`config.mk`:
```
export PLATFORM = sky130hd
export DESIGN_NAME = usb_transaction_top
export DESIGN_NICKNAME = d
export VERILOG_FILES = /design/src/logic/usb_txn_pkg.sv /design/src/logic/usb_cfg_regs.sv /design/src/logic/setup_parser.sv /design/src/logic/bulk_out_endpoint.sv /design/src/logic/handshake_issuer.sv /design/src/logic/transaction_fsm.sv /design/src/logic/usb_transaction_top.sv
export SDC_FILE = /design/constraint.sdc
export NUM_CORES = 1
export LEC_CHECK = 0
export BUFFER_PORTS_ARGS = -buffer_cell sky130_fd_sc_hd__buf_2
export CAP_MARGIN = 20
export CORE_ASPECT_RATIO = 0.75
export CORE_MARGIN = 8
export CORE_UTILIZATION = 45
export CTS_BUF_LIST = sky130_fd_sc_hd__clkbuf_4 sky130_fd_sc_hd__clkbuf_8
export DETAILED_ROUTE_END_ITERATION = 10
export GPL_ROUTABILITY_DRIVEN = 0
export PLACE_DENSITY = 0.74
export SYNTH_ARGS = -nofsm -noshare
export SYNTH_HDL_FRONTEND = slang
export SYNTH_SLANG_ARGS = --single-unit
```
`constraint.sdc`:
```
create_clock -name clock -period 2.6 [get_ports clock]
set_input_delay 0.26 -clock clock [delete_from_list [all_inputs] [get_ports clock]]
set_output_delay 0.26 -clock clock [all_outputs]
set_load 0.02 [all_outputs]
```
`src/logic/usb_txn_pkg.sv`:
```
package usb_txn_pkg;

  // Widths that carry a meaning on the USB side
  typedef logic [6:0] usb_addr_t;
  typedef logic [3:0] usb_endp_t;
  typedef logic [1:0] tok_type_t;
  typedef logic [1:0] hsk_type_t;
  typedef logic [7:0] usb_byte_t;
  typedef logic [15:0] word16_t;

  // Register bus widths
  typedef logic [31:0] axi_data_t;
  typedef logic [3:0] axi_addr_t;

  // Token codes from the packet decoder
  // Code 01 is never turned into a transaction
  localparam tok_type_t TOK_OUT = 2'b00;
  localparam tok_type_t TOK_IN = 2'b10;
  localparam tok_type_t TOK_SETUP = 2'b11;

  // Handshake codes to the packet encoder
  localparam hsk_type_t HSK_ACK = 2'b00;
  localparam hsk_type_t HSK_NAK = 2'b10;
  localparam hsk_type_t HSK_STALL = 2'b11;

  // Register byte offsets
  localparam axi_addr_t REG_ADDR = 4'h0;
  localparam axi_addr_t REG_EPCTL = 4'h4;
  localparam axi_addr_t REG_STAT = 4'h8;

endpackage

```
`src/logic/usb_cfg_regs.sv`:
```
module usb_cfg_regs (
  input  logic                   clock,
  input  logic                   reset,
  input  usb_txn_pkg::axi_addr_t s_axi_awaddr_i,
  input  logic                   s_axi_awvalid_i,
  output logic                   s_axi_awready_o,
  input  usb_txn_pkg::axi_data_t s_axi_wdata_i,
  input  logic                   s_axi_wvalid_i,
  output logic                   s_axi_wready_o,
  output logic                   s_axi_bvalid_o,
  input  logic                   s_axi_bready_i,
  input  usb_txn_pkg::axi_addr_t s_axi_araddr_i,
  input  logic                   s_axi_arvalid_i,
  output logic                   s_axi_arready_o,
  output usb_txn_pkg::axi_data_t s_axi_rdata_o,
  output logic                   s_axi_rvalid_o,
  input  logic                   s_axi_rready_i,
  input  logic                   setup_event_i,
  input  logic                   bulk_ack_event_i,
  output usb_txn_pkg::usb_addr_t dev_addr_o,
  output logic [1:0]             ep_enable_o,
  output logic [1:0]             ep_halt_o
);
  import usb_txn_pkg::*;

  logic wr_en;
  logic rd_en;
  logic [7:0] setup_cnt_q;
  logic [7:0] bulk_cnt_q;

  // AW and W are taken together, once no response is pending
  assign wr_en = s_axi_awvalid_i && s_axi_wvalid_i && !s_axi_bvalid_o;
  assign s_axi_awready_o = wr_en;
  assign s_axi_wready_o = wr_en;

  // One read in flight at a time
  assign s_axi_arready_o = !s_axi_rvalid_o;
  assign rd_en = s_axi_arvalid_i && s_axi_arready_o;

  // Write side and write response
  always_ff @(posedge clock) begin
    if (reset) begin
      dev_addr_o <= '0;
      ep_enable_o <= 2'b00;
      ep_halt_o <= 2'b00;
      s_axi_bvalid_o <= 1'b0;
    end else begin
      if (wr_en) begin
        s_axi_bvalid_o <= 1'b1;
        case (s_axi_awaddr_i)
          REG_ADDR: dev_addr_o <= s_axi_wdata_i[6:0];
          REG_EPCTL: begin
            ep_enable_o <= s_axi_wdata_i[1:0];
            ep_halt_o <= s_axi_wdata_i[5:4];
          end
          default: ;
        endcase
      end else if (s_axi_bready_i) begin
        s_axi_bvalid_o <= 1'b0;
      end
    end
  end

  // Event counters wrap; any write to REG_STAT clears both
  always_ff @(posedge clock) begin
    if (reset || (wr_en && s_axi_awaddr_i == REG_STAT)) begin
      setup_cnt_q <= '0;
      bulk_cnt_q <= '0;
    end else begin
      if (setup_event_i) setup_cnt_q <= setup_cnt_q + 8'd1;
      if (bulk_ack_event_i) bulk_cnt_q <= bulk_cnt_q + 8'd1;
    end
  end

  // Read data is registered, so rvalid follows arvalid by one cycle
  always_ff @(posedge clock) begin
    if (reset) begin
      s_axi_rvalid_o <= 1'b0;
    end else if (rd_en) begin
      s_axi_rvalid_o <= 1'b1;
    end else if (s_axi_rready_i) begin
      s_axi_rvalid_o <= 1'b0;
    end
  end

  always_ff @(posedge clock) begin
    if (rd_en) begin
      case (s_axi_araddr_i)
        REG_ADDR: s_axi_rdata_o <= {25'd0, dev_addr_o};
        REG_EPCTL: s_axi_rdata_o <= {26'd0, ep_halt_o, 2'b00, ep_enable_o};
        REG_STAT: s_axi_rdata_o <= {16'd0, bulk_cnt_q, setup_cnt_q};
        default: s_axi_rdata_o <= '0;
      endcase
    end
  end

endmodule

```
`src/logic/setup_parser.sv`:
```
module setup_parser (
  input  logic                   clock,
  input  logic                   reset,
  input  logic                   setup_active_i,
  input  logic                   out_tvalid_i,
  input  logic                   out_tready_i,
  input  logic                   out_tlast_i,
  input  logic [1:0]             out_ttype_i,
  input  usb_txn_pkg::usb_byte_t out_tdata_i,
  output usb_txn_pkg::usb_byte_t ctl_rtype_o,
  output usb_txn_pkg::usb_byte_t ctl_request_o,
  output usb_txn_pkg::word16_t   ctl_value_o,
  output usb_txn_pkg::word16_t   ctl_index_o,
  output usb_txn_pkg::word16_t   ctl_length_o,
  output logic                   setup_ok_o
);
  import usb_txn_pkg::*;

  // Bit 3 set means the packet already ran past eight bytes
  logic [3:0] byte_cnt_q;
  logic accept;

  assign accept = setup_active_i && out_tvalid_i && out_tready_i;

  // Well formed: last byte lands on index 7 of a DATA0 packet
  assign setup_ok_o = accept && out_tlast_i && byte_cnt_q == 4'd7 && !out_ttype_i[0];

  // Byte counter, saturating at 8 so long packets never look valid
  always_ff @(posedge clock) begin
    if (reset || !setup_active_i) begin
      byte_cnt_q <= '0;
    end else if (accept && !byte_cnt_q[3]) begin
      byte_cnt_q <= byte_cnt_q + 4'd1;
    end
  end

  // Request fields, little endian per the setup packet layout
  always_ff @(posedge clock) begin
    if (accept && !byte_cnt_q[3]) begin
      case (byte_cnt_q[2:0])
        3'd0: ctl_rtype_o <= out_tdata_i;
        3'd1: ctl_request_o <= out_tdata_i;
        3'd2: ctl_value_o[7:0] <= out_tdata_i;
        3'd3: ctl_value_o[15:8] <= out_tdata_i;
        3'd4: ctl_index_o[7:0] <= out_tdata_i;
        3'd5: ctl_index_o[15:8] <= out_tdata_i;
        3'd6: ctl_length_o[7:0] <= out_tdata_i;
        default: ctl_length_o[15:8] <= out_tdata_i;
      endcase
    end
  end

endmodule

```
`src/logic/bulk_out_endpoint.sv`:
```
module bulk_out_endpoint (
  input  logic                   clock,
  input  logic                   reset,
  input  logic                   bulk_active_i,
  input  logic                   discard_i,
  input  logic                   ep_sel_i,
  input  logic [1:0]             ep_enable_i,
  input  logic [1:0]             ep_halt_i,
  input  logic                   out_tvalid_i,
  input  logic                   out_tlast_i,
  input  logic [1:0]             out_ttype_i,
  input  usb_txn_pkg::usb_byte_t out_tdata_i,
  input  logic                   blk_tready_i,
  output logic                   out_tready_o,
  output logic                   blk_ep_o,
  output logic                   blk_tvalid_o,
  output logic                   blk_tlast_o,
  output usb_txn_pkg::usb_byte_t blk_tdata_o,
  output usb_txn_pkg::hsk_type_t bulk_hsk_type_o,
  output logic                   bulk_ack_o
);
  import usb_txn_pkg::*;

  // Expected DATA1 flag per endpoint, index 0 is ENDPOINT1
  logic [1:0] toggle_q;
  logic sel_halt;
  logic forward;
  logic accept;

  assign sel_halt = ep_halt_i[ep_sel_i];

  // Forward only a fresh packet to a running endpoint
  assign forward = bulk_active_i && !sel_halt && (out_ttype_i[0] == toggle_q[ep_sel_i]);

  // Forwarding follows the sink; discards and dumps drain at full rate
  assign out_tready_o = forward ? blk_tready_i : (discard_i || bulk_active_i);
  assign accept = out_tvalid_i && out_tready_o;

  // Stream passes straight through to the endpoint side
  assign blk_ep_o = ep_sel_i;
  assign blk_tvalid_o = forward && out_tvalid_i;
  assign blk_tlast_o = out_tlast_i;
  assign blk_tdata_o = out_tdata_i;

  // A halted endpoint stalls; duplicates are still acknowledged
  assign bulk_hsk_type_o = sel_halt ? HSK_STALL : HSK_ACK;
  assign bulk_ack_o = forward && accept && out_tlast_i;

  always_ff @(posedge clock) begin
    if (reset) begin
      toggle_q <= 2'b00;
    end else begin
      for (int i = 0; i < 2; i++) begin
        if (!ep_enable_i[i]) begin
          // Disabled endpoint restarts at DATA0
          toggle_q[i] <= 1'b0;
        end else if (bulk_ack_o && ep_sel_i == i[0]) begin
          toggle_q[i] <= ~toggle_q[i];
        end
      end
    end
  end

endmodule

```
`src/logic/handshake_issuer.sv`:
```
module handshake_issuer (
  input  logic                   clock,
  input  logic                   reset,
  input  logic                   hsk_req_i,
  input  usb_txn_pkg::hsk_type_t hsk_req_type_i,
  input  logic                   hsk_sent_i,
  output logic                   hsk_send_o,
  output usb_txn_pkg::hsk_type_t hsk_type_o,
  output logic                   hsk_busy_o
);
  import usb_txn_pkg::*;

  // Request flag; held until the encoder confirms
  always_ff @(posedge clock) begin
    if (reset) begin
      hsk_send_o <= 1'b0;
    end else if (hsk_req_i && !hsk_send_o) begin
      hsk_send_o <= 1'b1;
    end else if (hsk_sent_i) begin
      hsk_send_o <= 1'b0;
    end
  end

  // Type is captured with the request and kept stable while pending
  always_ff @(posedge clock) begin
    if (hsk_req_i && !hsk_send_o) begin
      hsk_type_o <= hsk_req_type_i;
    end
  end

  // Busy clears in the confirming cycle, so the FSM leaves with the falling request
  assign hsk_busy_o = hsk_send_o && !hsk_sent_i;

endmodule

```
`src/logic/transaction_fsm.sv`:
```
module transaction_fsm #(
  parameter int ENDPOINT1 = 1,
  parameter int ENDPOINT2 = 2
) (
  input  logic                   clock,
  input  logic                   reset,
  input  logic                   tok_recv_i,
  input  usb_txn_pkg::tok_type_t tok_type_i,
  input  usb_txn_pkg::usb_addr_t tok_addr_i,
  input  usb_txn_pkg::usb_endp_t tok_endp_i,
  input  usb_txn_pkg::usb_addr_t dev_addr_i,
  input  logic [1:0]             ep_enable_i,
  input  logic                   out_tvalid_i,
  input  logic                   out_tready_i,
  input  logic                   out_tlast_i,
  input  logic                   setup_ok_i,
  input  usb_txn_pkg::hsk_type_t bulk_hsk_type_i,
  input  logic                   bulk_ack_i,
  input  logic                   hsk_busy_i,
  output logic                   setup_active_o,
  output logic                   bulk_active_o,
  output logic                   ep_sel_o,
  output logic                   discard_o,
  output logic                   ctl_start_o,
  output logic                   hsk_req_o,
  output usb_txn_pkg::hsk_type_t hsk_req_type_o,
  output logic                   setup_event_o,
  output logic                   bulk_ack_event_o
);
  import usb_txn_pkg::*;

  typedef enum logic [2:0] {IDLE, SETUP_DATA, BULK_DATA, DUMP, HSK_WAIT} state_t;

  state_t state_q;
  state_t state_d;
  logic ep_sel_d;
  logic for_us;
  logic ep1_hit;
  logic ep2_hit;
  logic last_byte;
  logic start_q;
  logic bulk_event_q;

  // Token decode against our address and the enabled bulk endpoints
  assign for_us = tok_recv_i && tok_addr_i == dev_addr_i;
  assign ep1_hit = ep_enable_i[0] && tok_endp_i == usb_endp_t'(ENDPOINT1);
  assign ep2_hit = ep_enable_i[1] && tok_endp_i == usb_endp_t'(ENDPOINT2);

  // End of the data packet, as seen on the shared stream
  assign last_byte = out_tvalid_i && out_tready_i && out_tlast_i;

  always_comb begin
    state_d = state_q;
    ep_sel_d = ep_sel_o;
    hsk_req_o = 1'b0;
    hsk_req_type_o = HSK_ACK;
    case (state_q)
      IDLE: begin
        if (for_us && tok_type_i == TOK_SETUP && tok_endp_i == '0) begin
          state_d = SETUP_DATA;
        end else if (for_us && tok_type_i == TOK_OUT && (ep1_hit || ep2_hit)) begin
          state_d = BULK_DATA;
          ep_sel_d = ep2_hit;
        end else if (for_us && tok_type_i == TOK_IN && (ep1_hit || ep2_hit)) begin
          // No transmit path, so every bulk IN gets a NAK
          state_d = HSK_WAIT;
          hsk_req_o = 1'b1;
          hsk_req_type_o = HSK_NAK;
        end else if (tok_recv_i && (tok_type_i == TOK_OUT || tok_type_i == TOK_SETUP)) begin
          // Someone else's packet follows, drain it silently
          state_d = DUMP;
        end
      end
      SETUP_DATA: begin
        if (last_byte && setup_ok_i) begin
          state_d = HSK_WAIT;
          hsk_req_o = 1'b1;
        end else if (last_byte) begin
          // Malformed setup packet gets no handshake
          state_d = IDLE;
        end
      end
      BULK_DATA: begin
        if (last_byte) begin
          state_d = HSK_WAIT;
          hsk_req_o = 1'b1;
          hsk_req_type_o = bulk_hsk_type_i;
        end
      end
      DUMP: begin
        if (last_byte) state_d = IDLE;
      end
      HSK_WAIT: begin
        // Busy drops in the cycle the encoder confirms
        if (!hsk_busy_i) state_d = IDLE;
      end
      default: state_d = IDLE;
    endcase
  end

  always_ff @(posedge clock) begin
    if (reset) begin
      state_q <= IDLE;
      ep_sel_o <= 1'b0;
      start_q <= 1'b0;
      bulk_event_q <= 1'b0;
    end else begin
      state_q <= state_d;
      ep_sel_o <= ep_sel_d;
      // Pulses line up with the rising handshake request
      start_q <= state_q == SETUP_DATA && last_byte && setup_ok_i;
      bulk_event_q <= state_q == BULK_DATA && bulk_ack_i;
    end
  end

  assign setup_active_o = state_q == SETUP_DATA;
  assign bulk_active_o = state_q == BULK_DATA;
  assign discard_o = state_q == SETUP_DATA || state_q == DUMP;
  assign ctl_start_o = start_q;
  assign setup_event_o = start_q;
  assign bulk_ack_event_o = bulk_event_q;

endmodule

```
`src/logic/usb_transaction_top.sv`:
```
module usb_transaction_top #(
  parameter int ENDPOINT1 = 1,
  parameter int ENDPOINT2 = 2
) (
  input  logic                   clock,
  input  logic                   reset,
  // Token strobe from the packet decoder
  input  logic                   tok_recv_i,
  input  usb_txn_pkg::tok_type_t tok_type_i,
  input  usb_txn_pkg::usb_addr_t tok_addr_i,
  input  usb_txn_pkg::usb_endp_t tok_endp_i,
  // Received data packets
  input  logic                   out_tvalid_i,
  output logic                   out_tready_o,
  input  logic                   out_tlast_i,
  input  logic [1:0]             out_ttype_i,
  input  usb_txn_pkg::usb_byte_t out_tdata_i,
  // Handshake to the packet encoder
  output logic                   hsk_send_o,
  output usb_txn_pkg::hsk_type_t hsk_type_o,
  input  logic                   hsk_sent_i,
  // Setup request fields
  output logic                   ctl_start_o,
  output usb_txn_pkg::usb_byte_t ctl_rtype_o,
  output usb_txn_pkg::usb_byte_t ctl_request_o,
  output usb_txn_pkg::word16_t   ctl_value_o,
  output usb_txn_pkg::word16_t   ctl_index_o,
  output usb_txn_pkg::word16_t   ctl_length_o,
  // Bulk OUT stream
  output logic                   blk_ep_o,
  output logic                   blk_tvalid_o,
  input  logic                   blk_tready_i,
  output logic                   blk_tlast_o,
  output usb_txn_pkg::usb_byte_t blk_tdata_o,
  // Register bus
  input  usb_txn_pkg::axi_addr_t s_axi_awaddr_i,
  input  logic                   s_axi_awvalid_i,
  output logic                   s_axi_awready_o,
  input  usb_txn_pkg::axi_data_t s_axi_wdata_i,
  input  logic                   s_axi_wvalid_i,
  output logic                   s_axi_wready_o,
  output logic                   s_axi_bvalid_o,
  input  logic                   s_axi_bready_i,
  input  usb_txn_pkg::axi_addr_t s_axi_araddr_i,
  input  logic                   s_axi_arvalid_i,
  output logic                   s_axi_arready_o,
  output usb_txn_pkg::axi_data_t s_axi_rdata_o,
  output logic                   s_axi_rvalid_o,
  input  logic                   s_axi_rready_i
);
  import usb_txn_pkg::*;

  usb_addr_t dev_addr;
  logic [1:0] ep_enable;
  logic [1:0] ep_halt;
  logic setup_event;
  logic bulk_ack_event;
  logic setup_active;
  logic bulk_active;
  logic ep_sel;
  logic discard;
  logic setup_ok;
  hsk_type_t bulk_hsk_type;
  logic bulk_ack;
  logic hsk_req;
  hsk_type_t hsk_req_type;
  logic hsk_busy;

  usb_cfg_regs u_cfg_regs (
    .clock            (clock),
    .reset            (reset),
    .s_axi_awaddr_i   (s_axi_awaddr_i),
    .s_axi_awvalid_i  (s_axi_awvalid_i),
    .s_axi_awready_o  (s_axi_awready_o),
    .s_axi_wdata_i    (s_axi_wdata_i),
    .s_axi_wvalid_i   (s_axi_wvalid_i),
    .s_axi_wready_o   (s_axi_wready_o),
    .s_axi_bvalid_o   (s_axi_bvalid_o),
    .s_axi_bready_i   (s_axi_bready_i),
    .s_axi_araddr_i   (s_axi_araddr_i),
    .s_axi_arvalid_i  (s_axi_arvalid_i),
    .s_axi_arready_o  (s_axi_arready_o),
    .s_axi_rdata_o    (s_axi_rdata_o),
    .s_axi_rvalid_o   (s_axi_rvalid_o),
    .s_axi_rready_i   (s_axi_rready_i),
    .setup_event_i    (setup_event),
    .bulk_ack_event_i (bulk_ack_event),
    .dev_addr_o       (dev_addr),
    .ep_enable_o      (ep_enable),
    .ep_halt_o        (ep_halt)
  );

  transaction_fsm #(
    .ENDPOINT1 (ENDPOINT1),
    .ENDPOINT2 (ENDPOINT2)
  ) u_fsm (
    .clock            (clock),
    .reset            (reset),
    .tok_recv_i       (tok_recv_i),
    .tok_type_i       (tok_type_i),
    .tok_addr_i       (tok_addr_i),
    .tok_endp_i       (tok_endp_i),
    .dev_addr_i       (dev_addr),
    .ep_enable_i      (ep_enable),
    .out_tvalid_i     (out_tvalid_i),
    .out_tready_i     (out_tready_o),
    .out_tlast_i      (out_tlast_i),
    .setup_ok_i       (setup_ok),
    .bulk_hsk_type_i  (bulk_hsk_type),
    .bulk_ack_i       (bulk_ack),
    .hsk_busy_i       (hsk_busy),
    .setup_active_o   (setup_active),
    .bulk_active_o    (bulk_active),
    .ep_sel_o         (ep_sel),
    .discard_o        (discard),
    .ctl_start_o      (ctl_start_o),
    .hsk_req_o        (hsk_req),
    .hsk_req_type_o   (hsk_req_type),
    .setup_event_o    (setup_event),
    .bulk_ack_event_o (bulk_ack_event)
  );

  setup_parser u_setup (
    .clock          (clock),
    .reset          (reset),
    .setup_active_i (setup_active),
    .out_tvalid_i   (out_tvalid_i),
    .out_tready_i   (out_tready_o),
    .out_tlast_i    (out_tlast_i),
    .out_ttype_i    (out_ttype_i),
    .out_tdata_i    (out_tdata_i),
    .ctl_rtype_o    (ctl_rtype_o),
    .ctl_request_o  (ctl_request_o),
    .ctl_value_o    (ctl_value_o),
    .ctl_index_o    (ctl_index_o),
    .ctl_length_o   (ctl_length_o),
    .setup_ok_o     (setup_ok)
  );

  // Also drives out_tready_o, merging in the discard ready
  bulk_out_endpoint u_bulk (
    .clock           (clock),
    .reset           (reset),
    .bulk_active_i   (bulk_active),
    .discard_i       (discard),
    .ep_sel_i        (ep_sel),
    .ep_enable_i     (ep_enable),
    .ep_halt_i       (ep_halt),
    .out_tvalid_i    (out_tvalid_i),
    .out_tlast_i     (out_tlast_i),
    .out_ttype_i     (out_ttype_i),
    .out_tdata_i     (out_tdata_i),
    .blk_tready_i    (blk_tready_i),
    .out_tready_o    (out_tready_o),
    .blk_ep_o        (blk_ep_o),
    .blk_tvalid_o    (blk_tvalid_o),
    .blk_tlast_o     (blk_tlast_o),
    .blk_tdata_o     (blk_tdata_o),
    .bulk_hsk_type_o (bulk_hsk_type),
    .bulk_ack_o      (bulk_ack)
  );

  handshake_issuer u_hsk (
    .clock          (clock),
    .reset          (reset),
    .hsk_req_i      (hsk_req),
    .hsk_req_type_i (hsk_req_type),
    .hsk_sent_i     (hsk_sent_i),
    .hsk_send_o     (hsk_send_o),
    .hsk_type_o     (hsk_type_o),
    .hsk_busy_o     (hsk_busy)
  );

endmodule

```
Word level (Yosys, flattened, before mapping)
Cells that the tools add are included.
{"block": "totals", "word_cells": 166, "register_bits": 140}
{"block": "op_classes", "n_lt_le_gt_ge": 1, "n_bitwise": 7, "n_reduce_logical": 73, "mux": 33, "addsub": 3, "eq_ne": 24}
{"cell": "case mux 16 bit (3 select lines)", "count": 1}
{"cell": "logical AND 1 bit", "count": 35}
{"cell": "2-to-1 mux 3 bit", "count": 8}
{"cell": "AND reduction 2 bit", "count": 10}
{"cell": "adder 8 x 1 -> 8 bit, second input constant", "count": 2}
{"cell": "2-to-1 mux 1 bit", "count": 16}
{"cell": "case mux 3 bit (5 select lines)", "count": 1}
{"cell": "equality test 3 x 2 -> 1 bit, second input constant", "count": 4}
{"cell": "equality test 3 bit, second input constant", "count": 4}
{"cell": "equality test 4 x 3 -> 1 bit, second input constant", "count": 3}
{"cell": "zero test 4 bit", "count": 3}
{"cell": "2-to-1 mux 2 bit", "count": 5}
{"cell": "equality test 4 bit, second input constant", "count": 2}
{"cell": "zero test 1 bit", "count": 8}
{"cell": "equality test 7 bit", "count": 1}
{"cell": "inverter 1 bit", "count": 7}
{"cell": "OR reduction 7 bit", "count": 1}
{"cell": "equality test 3 x 1 -> 1 bit, second input constant", "count": 2}
{"cell": "zero test 3 bit", "count": 2}
{"cell": "logical OR 1 bit", "count": 6}
{"cell": "AND reduction 3 bit", "count": 2}
{"cell": "nonzero test 2 bit", "count": 3}
{"cell": "inequality test 5 x 1 -> 1 bit, second input constant", "count": 1}
{"cell": "adder 4 x 1 -> 4 bit, second input constant", "count": 1}
{"cell": "10 further kinds", "count": 13}

Longest topological paths before layout
{"block": "logic_depth", "depth_word": 15, "mapped_depth": 6}

Hierarchy
From an unflattened synthesis, not the netlist that was laid out.
{"block": "unflattened", "hier_cells": 419, "area_unflattened_um2": 5310.1}
{"mod": "setup_parser", "cells_per_inst": 103, "area_per_inst_um2": 2285.9, "seq_area_each_um2": 2001.9, "n_inst": 1}
{"mod": "usb_cfg_regs", "cells_per_inst": 204, "area_per_inst_um2": 2083.2, "seq_area_each_um2": 1061.0, "n_inst": 1}
{"mod": "transaction_fsm", "cells_per_inst": 74, "area_per_inst_um2": 561.8, "seq_area_each_um2": 120.1, "n_inst": 1}
{"mod": "bulk_out_endpoint", "cells_per_inst": 32, "area_per_inst_um2": 266.5, "seq_area_each_um2": 40.0, "n_inst": 1}
{"mod": "handshake_issuer", "cells_per_inst": 6, "area_per_inst_um2": 112.6, "seq_area_each_um2": 80.1, "n_inst": 1}

Worst setup path before layout
OpenSTA, ideal clock, no wires.
{"block": "synth_path", "kind": "reg-to-reg", "start": "reg u_fsm.state_q[0]", "end": "reg u_hsk.hsk_type_o[0] (enable)", "path_slack_ns": 0.424, "t_arrival_ns": 1.831, "stages_incl_launch_ff": 7, "synth_period_minus_slack_ns": 2.176, "n_path_buf": 0, "cell_sequence": "dfxtp_1 or3b_1 nor3b_2 nand2_2 o32ai_2 a21oi_2 a2111oi_2"}
{"block": "synth_between", "elab_chain_len": 12, "word_cells_on_any_way": 21, "classes_between": "eq/ne (3); mux (4); reduce/logical (14)"}
{"element": "start, declared", "line": "transaction_fsm.sv:34", "source": "state_t state_q;"}
{"element": "start signal, assigned", "line": "transaction_fsm.sv:108", "source": "state_q <= state_d;"}
{"element": "equality test 3 x 1 -> 1 bit (tied with other cells)", "line": "transaction_fsm.sv:57, transaction_fsm.sv:116, transaction_fsm.sv:118"}
{"element": "logical OR 1 bit / logical AND 1 bit (equally long branches)", "line": "transaction_fsm.sv:118, bulk_out_endpoint.sv:33"}
{"element": "logical OR 1 bit / logical AND 1 bit (equally long branches)", "line": "bulk_out_endpoint.sv:36, bulk_out_endpoint.sv:33"}
{"element": "2-to-1 mux 1 bit", "line": "bulk_out_endpoint.sv:36", "source": "assign out_tready_o = forward ? blk_tready_i : (discard_i || bulk_active_i);"}
{"element": "logical AND 1 bit", "line": "setup_parser.sv:23", "source": "assign accept = setup_active_i && out_tvalid_i && out_tready_i;"}
{"element": "logical AND 1 bit (3 in a row)", "line": "setup_parser.sv:26", "source": "assign setup_ok_o = accept && out_tlast_i && byte_cnt_q == 4'd7 && !out_ttype_i[0];"}
{"element": "logical AND 1 bit", "line": "transaction_fsm.sv:75", "source": "if (last_byte && setup_ok_i) begin"}
{"element": "2-to-1 mux 1 bit", "line": "transaction_fsm.sv:75"}
{"element": "case mux 1 bit (3 select lines) (*)", "line": "transaction_fsm.sv:57", "source": "case (state_q)"}
{"element": "logical AND 1 bit (*)", "line": "handshake_issuer.sv:26", "source": "if (hsk_req_i && !hsk_send_o) begin"}
{"element": "end signal, assigned", "line": "handshake_issuer.sv:27", "source": "hsk_type_o <= hsk_req_type_i;"}
{"element": "end, declared", "line": "handshake_issuer.sv:8", "source": "output usb_txn_pkg::hsk_type_t hsk_type_o,"}
Mark *: on every way between the ends. The rest lies on a longest branch, timed or not.
A chain may end at the register's enable or synchronous reset.

Worst setup path in the final report
{"block": "layout_path", "start": "reg u_cfg_regs.dev_addr_o[5]", "end": "reg u_hsk.hsk_type_o[1] (enable)"}
{"block": "layout_between", "elab_chain_len": 9, "word_cells_on_any_way": 13, "classes_between": "eq/ne (1); mux (4); reduce/logical (8)"}
{"element": "start, declared", "line": "usb_cfg_regs.sv:20", "source": "output usb_txn_pkg::usb_addr_t dev_addr_o,"}
{"element": "start signal, assigned", "line": "usb_cfg_regs.sv:51", "source": "REG_ADDR: dev_addr_o <= s_axi_wdata_i[6:0];"}
{"element": "equality test 7 bit (*)", "line": "transaction_fsm.sv:45", "source": "assign for_us = tok_recv_i && tok_addr_i == dev_addr_i;"}
{"element": "logical AND 1 bit (*)", "line": "transaction_fsm.sv:45"}
{"element": "logical AND 1 bit (2 in a row)", "line": "transaction_fsm.sv:64", "source": "end else if (for_us && tok_type_i == TOK_IN && (ep1_hit || ep2_hit)) begin"}
{"element": "2-to-1 mux 1 bit", "line": "transaction_fsm.sv:64"}
{"element": "2-to-1 mux 1 bit", "line": "transaction_fsm.sv:61", "source": "end else if (for_us && tok_type_i == TOK_OUT && (ep1_hit || ep2_hit)) begin"}
{"element": "2-to-1 mux 1 bit (*)", "line": "transaction_fsm.sv:59", "source": "if (for_us && tok_type_i == TOK_SETUP && tok_endp_i == '0) begin"}
{"element": "case mux 1 bit (3 select lines) (*)", "line": "transaction_fsm.sv:57"}
{"element": "logical AND 1 bit (*)", "line": "handshake_issuer.sv:26"}
Marked as above.

==> out/summary.md <==
Setup total negative slack on the finished layout was measured at 0 ns. The synthesis-to-finish area growth works out to 23.2%. CTS clock-pin slew for the worst setup and hold paths: 0.08 ns. The number of antenna violations at the first check in global routing is 0, and the die outline height is 108 um. For the DRC marker count from the first detailed-route iteration, the log shows 160. The number of remaining DRC errors is 0, and the number of max-capacitance violations reported is 0. Dividing the detail-routed wire length by the instance count gives 16.6 um.

The tree is rooted in a clkbuf_8. The leakage power summed over all cells was 2.51 nW. The tools report the number of nets in the final layout as 632. The number of warnings printed during yosys synthesis was 0; the number of flip-flops and latches in the synthesized netlist was 124. The path category of the worst min-delay check was in -> reg. The dominant cell by count in the synthesized netlist is edfxtp_1. At the pin with the least slew margin, the transition time is 0.858 ns.

The final-report hold violation count was 0; the total power density per cell area was 685 mW/mm2. The synthesized area per cell is 12.9 um2, and the number of clock sinks is 124. TritonCTS built the clock tree. The logs give 4 for the H-tree depth and 0 for the final-report setup violation count. The number of global-route vias before repair is 3467, and the count of cells along the worst register-to-register path is 6. The routed design could run at a clock period as short as 2.39 ns. After synthesis the cells add up to 0.00507 mm2.

The detail route stage leaves a number of antenna-violating nets equal to 0. Critical path launch point type: a register. After legalization and detailed placement, the total HPWL measured 8780 um. For the count of pins over their slew limit, the log shows 0.

After floorplanning, the core was divided into 33 placement rows. Based on the critical path, the design can be clocked at up to 0.418 GHz. Dividing the detail-routed via count by the number of cells gives 4.91. The die covers 0.0150 mm2. The number of filler instances in the final layout is 905, and the total global routing overflow is 0.

The number of buffers on the longest clock path is 2. Setup repair after global routing left no endpoint under its margin. The width of the chip is 139 um.

The first global-routing pass estimated 18200 um of wire. In this run, CTS created clock tree buffers numbering 17. The fraction of layout cells with a size suffix above 1 was 0.346; the non-filler instance count after layout was 700. Entering global routing, the biggest net connects 27 pins.

On the final layout, the worst hold slack is 0.0754 ns. The fraction of synthesized cell area taken by the top area cell type works out to 0.486. The effective utilization at floorplan was 0.463; the number of resized instances in the post-cts repair step was 0. The largest area contributor in the netlist is edfxtp_1.

At the worst endpoint, the arrival time is 2.47 ns. The commonest cells after synthesis are edfxtp_1 (82), nor2_1 (46), dfxtp_1 (42), buf_4 (27), mux2i_1 (19). The worst setup path category is reg -> reg.

The final cycle utilization of the critical path was 0.921; the total vias in the final route was 3438. The flow ran to the end, and the final reports show no timing, DRC or antenna violations. The run gives 0.153 as the global-route usage over all layers. After synthesis, the cell types taking the most area are edfxtp_1 (49%), dfxtp_1 (17%), buf_4 (4.0%). For the quantity of hold-fixing buffers added after cts, the log shows 1. For this design the top-level I/O count stands at 192. Clock latency on the worst-skew pair, taken at its later pin, is 0.42 ns. In this run the post-CTS setup repair buffer count came out at 0. The run gives 48 as the unique cell type count in the Yosys netlist. The tools report the source of the critical timing path as u_cfg_regs.dev_addr_o[5]. Between clock sinks in the finished design, the worst skew comes to 0.0106 ns. Total power for the finished layout comes to 4.28 mW. The number of enable-type register cells in the synthesized netlist was 82. The routed design has 11700 um of wire. Of all nets on the critical path, the largest fanout is 3. Predominant post-synthesis flop cell: edfxtp_1.

For flop-to-flop paths, the worst setup slack is 0.21 ns. For the core region area, the log shows 0.0109 mm2. The share of flip-flops with an asynchronous set or reset was 0.

In this run the critical register-to-register path is launched from u_cfg_regs.dev_addr_o[5]. The worst setup path is captured at a register. STA puts the critical path data required time at 2.68 ns. Buffers placed on the I/O ports in this run total 149. The first detailed-routing pass took 4 iterations. In this run the critical register-to-register path is captured at u_hsk.hsk_type_o[1]. For the worst ir drop on vdd, the log shows 311 uV. The share of the yosys chip area belonging to registers came out at 0.652.

Counting tap cells, the placed design contains a total of 667 instances. The number of diodes is 0, and the relative slew slack is 0.427. The run gives 393 as the post-synthesis cell count.

The tools report the end point of the critical path as u_hsk.hsk_type_o[1].
-- registers in the layout, indices dropped and copies added, names as in the netlist --
name	cells
u_cfg_regs.s_axi_rdata_o	16
u_setup.ctl_index_o	16
u_setup.ctl_length_o	16
u_setup.ctl_value_o	16
u_cfg_regs.bulk_cnt_q	8
u_cfg_regs.setup_cnt_q	8
u_setup.ctl_request_o	8
u_setup.ctl_rtype_o	8
u_cfg_regs.dev_addr_o	7
u_setup.byte_cnt_q	4
u_fsm.state_q	3
u_bulk.toggle_q	2
u_cfg_regs.ep_enable_o	2
u_cfg_regs.ep_halt_o	2
u_hsk.hsk_type_o	2
u_cfg_regs.s_axi_bvalid_o	1
u_cfg_regs.s_axi_rvalid_o	1
u_fsm.bulk_ack_event_o	1
u_fsm.ctl_start_o	1
u_fsm.ep_sel_o	1
u_hsk.hsk_send_o	1
-- stage by stage --
stage	setup slack [ns]	utilization	cell area, um2
floorplan	0.424	-	5120
global placement	0.256	0.534	5850
detailed placement	0.186	0.534	5850
CTS	0.206	0.571	6250
global route	0.0917	0.571	6250
finish	0.206	0.571	6250
-- logic make-up after synthesis --
| family | synth area share |
|---|---|
| AOI/OAI and AO/OA | 0.0437 |
| xor gates and xnor gates | 0.0449 |
| adders and majority gates | 0.0247 |
| buffers and inverters | 0.0550 |
| DFF | 0.652 |
| muxes | 0.0375 |
| other | 0.000740 |
| and+or+nand+nor | 0.142 |
-- routing by layer --
layer	global-route usage	up-vias	part of all wire
met1	0.191	1630	0.45
met2	0.239	126	0.48
li1	-	1669	-
met3	0.0551	13	0.064
met5	0	-	0
met4	0.0603	0	0.011
-- report_power, final --
| group | switching, mW | internal, mW | total [mW] |
|---|---|---|---|
| Sequential | 0.0290 | 2.15 | 2.18 |
| Clock | 0.760 | 0.879 | 1.64 |
| Combinational | 0.290 | 0.169 | 0.459 |
-- area by class of cell --
cell class                      instances  area, um2  area share
Clock inverter                         13        141      0.0226
Sequential cell                       124       3300       0.529
Clock buffer                           19        249      0.0399
Timing Repair Buffer                  154        786       0.126
Inverter                               13       48.8     0.00781
Multi-Input combinational cell        237       1540       0.247
Tap cell                              140        175      0.0280
-- worst max-delay path: stages, from the launching register on --
cell and delay [ns]:
dfxtp_1 0.38, xnor2_1 0.14, nand3_1 0.17, or4b_1 0.59
nor3b_2 0.29, a21oi_2 0.12, a2111oi_2 0.37
-- worst min-delay path by stage --
stage / from / cells past startpoint / endpoint / slack [ns]
3_3_place_gp: s_axi_rready_i / 2 / u_cfg_regs.s_axi_rvalid_o / 0.45
3_5_place_dp: s_axi_rready_i / 2 / u_cfg_regs.s_axi_rvalid_o / 0.46
2_1_floorplan: out_ttype_i[0] / 1 / u_fsm.ctl_start_o / 0.34
4_1_cts: s_axi_wdata_i[2] / 3 / u_cfg_regs.dev_addr_o[2] / 0.05
6_report: s_axi_wdata_i[2] / 3 / u_cfg_regs.dev_addr_o[2] / 0.08
5_1_grt: s_axi_wdata_i[6] / 3 / u_cfg_regs.dev_addr_o[6] / 0.06
-- cell usage in the layout, fill, tap and decap left out, types with 3 or more instances in the layout --
cell type,netlist,routed
buf_2,1,149
edfxtp_1,82,82
nor2_1,46,46
dfxtp_1,42,42
mux2i_1,19,19
clkbuf_8,0,17
conb_1,1,16
nand2_1,15,15
inv_1,13,13
xnor2_1,13,13
xor2_1,13,13
a21oi_1,12,12
and2_1,11,11
ha_1,10,10
and3_1,9,9
nand3_1,8,8
nor3_1,8,8
nand4_1,6,6
nand3b_1,4,4
or3_1,4,4
nor3b_1,4,4
clkinv_4,0,4
buf_4,27,4
nor2b_1,3,3
nor4_1,3,3
nand2b_1,3,3
a21o_1,3,3
or2_2,3,3
inv_6,0,3
Power figures use the tool's default switching activity.
